`config.mk`:
```
export PLATFORM = sky130hd
export DESIGN_NAME = row_store
export DESIGN_NICKNAME = d
export VERILOG_FILES = /design/src/tri_inv_pkg.sv /design/src/row_store.sv
export VERILOG_INCLUDE_DIRS = /design/src
export SDC_FILE = /design/constraint.sdc
export NUM_CORES = 1
export LEC_CHECK = 0
export BUFFER_PORTS_ARGS = -buffer_cell sky130_fd_sc_hd__buf_2
export CAP_MARGIN = 20
export CORE_UTILIZATION = 26
export DETAILED_ROUTE_END_ITERATION = 6
export PLACE_DENSITY = 0.47
export SLEW_MARGIN = 15
export SYNTH_ARGS = -nofsm -noshare
export SYNTH_HDL_FRONTEND = slang
export SYNTH_SLANG_ARGS = --single-unit
```
`constraint.sdc`:
```
create_clock -name clk_i -period 33 [get_ports clk_i]
set_clock_uncertainty 0.15 [all_clocks]
set_input_delay 3.3 -clock clk_i [delete_from_list [all_inputs] [get_ports clk_i]]
set_output_delay 3.3 -clock clk_i [all_outputs]
set_load 0.05 [all_outputs]
```
`src/tri_inv_defines.svh`:
```
`ifndef TRI_INV_DEFINES_SVH
`define TRI_INV_DEFINES_SVH

// matrix dimension
`define TI_SIZE 4

// fraction bits of one fixed-point part
`define TI_FRAC 16

// width of one real or imaginary part
`define TI_W 32

// row address width
`define TI_AW ($clog2(`TI_SIZE))

`endif

```
`src/tri_inv_pkg.sv`:
```
`include "tri_inv_defines.svh"

package tri_inv_pkg;

  // signed fixed point with TI_FRAC fraction bits
  typedef logic signed [`TI_W-1:0] fxp_t;

  // imaginary part high, real part low
  typedef struct packed {
    fxp_t im;
    fxp_t re;
  } cplx_t;

  typedef enum logic [2:0] {
    IDLE,
    FETCH_DIAG,
    DIAG,
    COL_ROW,
    COL_MAC,
    COL_SCALE,
    COL_OUT
  } inv_state_e;

  // the two passes through the shared divider
  typedef enum logic {
    DIV_RE,
    DIV_IM
  } recip_op_e;

endpackage

```
`src/row_store.sv`:
```
`timescale 1ns/1ps
`include "tri_inv_defines.svh"

module row_store import tri_inv_pkg::*; (
  input  logic                 clk_i,
  input  logic                 rst_ni,
  input  logic                 busy_i,
  input  logic                 wr_valid_i,
  output logic                 wr_ready_o,
  input  logic [`TI_AW-1:0]    wr_addr_i,
  input  cplx_t [`TI_SIZE-1:0] wr_row_i,
  input  logic                 rd_valid_i,
  input  logic [`TI_AW-1:0]    rd_addr_i,
  output logic                 rd_row_valid_o,
  output cplx_t [`TI_SIZE-1:0] rd_row_o
);

  cplx_t [`TI_SIZE-1:0] mem_q [`TI_SIZE];

  // rows are frozen while an inversion runs
  assign wr_ready_o = ~busy_i;

  always_ff @(posedge clk_i) begin
    if (wr_valid_i && wr_ready_o) begin
      mem_q[wr_addr_i] <= wr_row_i;
    end
  end

  always_ff @(posedge clk_i) begin
    if (rd_valid_i) begin
      rd_row_o <= mem_q[rd_addr_i];
    end
  end

  always_ff @(posedge clk_i) begin
    if (!rst_ni) begin
      rd_row_valid_o <= 1'b0;
    end else begin
      rd_row_valid_o <= rd_valid_i;
    end
  end

endmodule

```
==> metrics.md <==
| Metric | Value |
|---|---|
| Internal Power | 2.799 mW |
| Least-Margin Pin Slew | around 1.1 ns |
| Commonest non-fill, non-tap cell in the layout | edfxtp_1 |
| Clk pwr share | 41.7% |
| GRT Resource Usage Total | roughly 11% |
| WL/cell | 21.42 um |
| Crit Path Class | input pin to output pin |
| Mean Syn Cell Area | 28.09 um^2 |
| Setup TNS | 0 ns |
| RSZ-0062 raised after global routing | no |
| Clock Tree Root | clkbuf_16 |
| Critical Path End Type | output pin |
| Gate power share | under 10% |
| Sw frac | between 20 and 25% |
| Post-route ant nets | 0 |
| Placer Congestion | between 0.7 and 0.8 |
| Crit path launch type | input pin |
| FF/Latch Area | between 30000 and 40000 um^2 |
| H-tree depth | 4 |
| Area growth from synthesis to layout | 21.34% |
| Fmax | 0.1381 GHz |
| Peak supply drop | 47.30 uV |
| Outcome | finished clean |
| Crit-path max FO | 5 |
| Worst-skew pair later-pin latency | approximately 0.76 ns |
| Slew Limit Fails | 0 |
| Sequential area share after synthesis | around 86% |
| Share of cells above drive strength 1 | 42.70% |
| Via count | a little under 20000 |
| Ports | 523 |
| Synth cell types | 15 |
| # hold bufs at CTS | 0 |
| Number of port buffers | roughly 520 |
| Core ar. | around 170000 um^2 |
| Post-DP Area | between 50000 and 60000 um^2 |
| Post-synth net total | ~1900 |
| Final Critical Period | 7.239 ns |
| Max-cap viol count | 0 |
| Max_slew headroom | between 20% and 30% |
| Die width | 417.8 um |
| Nets | 2500 |
| Cell Pwr Density | around 66 nW/um^2 |
| Post-CTS resize count | 0 |
| First-iteration detailed-routing DRC count | 1048 |
| Syn. warnings | 0 |
| Final setup viols | 0 |
| Via density | 4.134 |
| Total power | between 3 and 4 mW |
| Most frequent cells in the layout | edfxtp_1 (1280), buf_2 (519), mux4_2 (256) |
| Final worst path period share | 21.94% |
| DRT Pass-1 Iters | 6 |
| Clock transition at path regs | 0.06 ns |
| Total die area | approximately 170000 um^2 |
| CTS tree | yes |
| Pin count of the biggest net entering global routing | ~110 |
| Site Rows | roughly 150 |
| Post-CTS setup buffers | 0 |
| Sequential share of power | ~52% |
| Wirelength, routed | roughly 100000 um |
| Placed insts | 4401 |
| TritonCTS Buffers | 142 |
| Vert. Die Dim | between 400 and 500 um |
| # DRC | 0 |
| Clock Sink Count | roughly 1300 |
| Pleak | 17.85 nW |
| First-pass GRT wire length | about 140000 um |
| Synth Instances | between 1500 and 2000 |
| WP data arrival | approximately 3.8 ns |
| Clock tree buffer depth | 3 |
| Design area | between 50000 and 60000 um^2 |
| Hold_ws | between 0.4 and 0.5 ns |
| Hold WC Path Type | register to register |
| Vias in the first global route | roughly 21000 |
| Fin cells | approximately 4700 |
| Overflow after GRT | 0 |
| Mapped Area | 44940 um^2 |
| WP data required | between 20 and 30 ns |
| Starting Density | 26.20% |
| Sw power | 0.8068 mW |
| Synthesized flop and latch total | 1281 |
| Initial antenna violation count | 39 |
| Fillers | between 15000 and 20000 |
| DP Wirelength | slightly below 60000 um |
| Multi-input gate area | 5851 um^2 |
| Final Hold Fails | 0 |
==> Yosys cell counts <==
cell type	n	area (um^2)
buf_1	1	3.750
buf_2	25	125.1
buf_8	5	75.07
and4b_1	1	10.01
mux4_2	256	5766
buf_4	1	7.510
nor4b_1	1	8.760
buf_6	1	11.26
edfxtp_1	1280	38440
clkbuf_1	2	7.510
nor4bb_1	2	20.02
dfxtp_1	1	20.02
buf_12	22	440.4
and2_1	1	6.260
inv_1	1	3.750
==> through the flow <==
step	setup WS [ns]	utilization, %
after detailed placement	25.77	29.21
after global routing	25.75	31.79
final	25.76	31.79
after global placement	25.72	29.21
after floorplan	1.513	-
after CTS	25.76	31.78
==> state kept, by name, summed over array words and instances (netlist names) <==
register        cells
rd_row_valid_o      1
rd_row_o          256
mem_q            1024
==> power groups by stage <==
stage | clock [mW] | combinational, mW | sequential, mW
finish | 1.50 | 0.224 | 1.88
global route | 1.61 | 0.237 | 1.88
CTS | 1.56 | 0.230 | 1.88
detailed placement | 0 | 0.230 | 1.91
global placement | 0 | 0.226 | 1.91
floorplan | 0 | 0.0714 | 2.00
==> final cells by class <==
cell class                      instances  area share, %
Timing Repair Buffer                  548          5.319
Antenna cell                            4        0.01836
Clock buffer                          178          6.918
Clock inverter                         75          1.186
Sequential cell                      1281          70.52
Inverter                                1       0.006883
Tap cell                             2310          5.300
Multi-Input combinational cell        261          10.73
==> cell families (layout without fill, tap and decap cells) <==
kind of cell / Yosys count / in the layout / synth area share, %
other cells: 0 / 4 / 0
buf+inv: 58 / 802 / 1.501
simple gates: 5 / 5 / 0.1002
mux: 256 / 256 / 12.83
flops: 1281 / 1281 / 85.57
==> layer usage <==
metal  wire length, um  GRT usage [%]  up-vias
met2             51930          19.78      539
met5               261              0        -
met3              6899          4.077      223
met4              2531          3.607       38
li1                  -              -     8259
met1             38150          12.80    10200
==> final timing paths <==
| kind | start | end | slack, ns | cells past startpoint |
|---|---|---|---|---|
| worst max register to register | mem_q[2][25] | rd_row_o[25] | 31.69 | 1 |
| worst min-delay path | mem_q[3][87] | rd_row_o[87] | 0.47 | 1 |
| worst max-delay path | busy_i | wr_ready_o | 25.76 | 3 |
| worst min register to register | mem_q[3][87] | rd_row_o[87] | 0.47 | 1 |
==> worst max-delay path, stage by stage <==
cell and delay, ns:
buf_2 0.15, inv_1 0.07, buf_2 0.26
No activity file was read; power rests on OpenSTA's default activity.
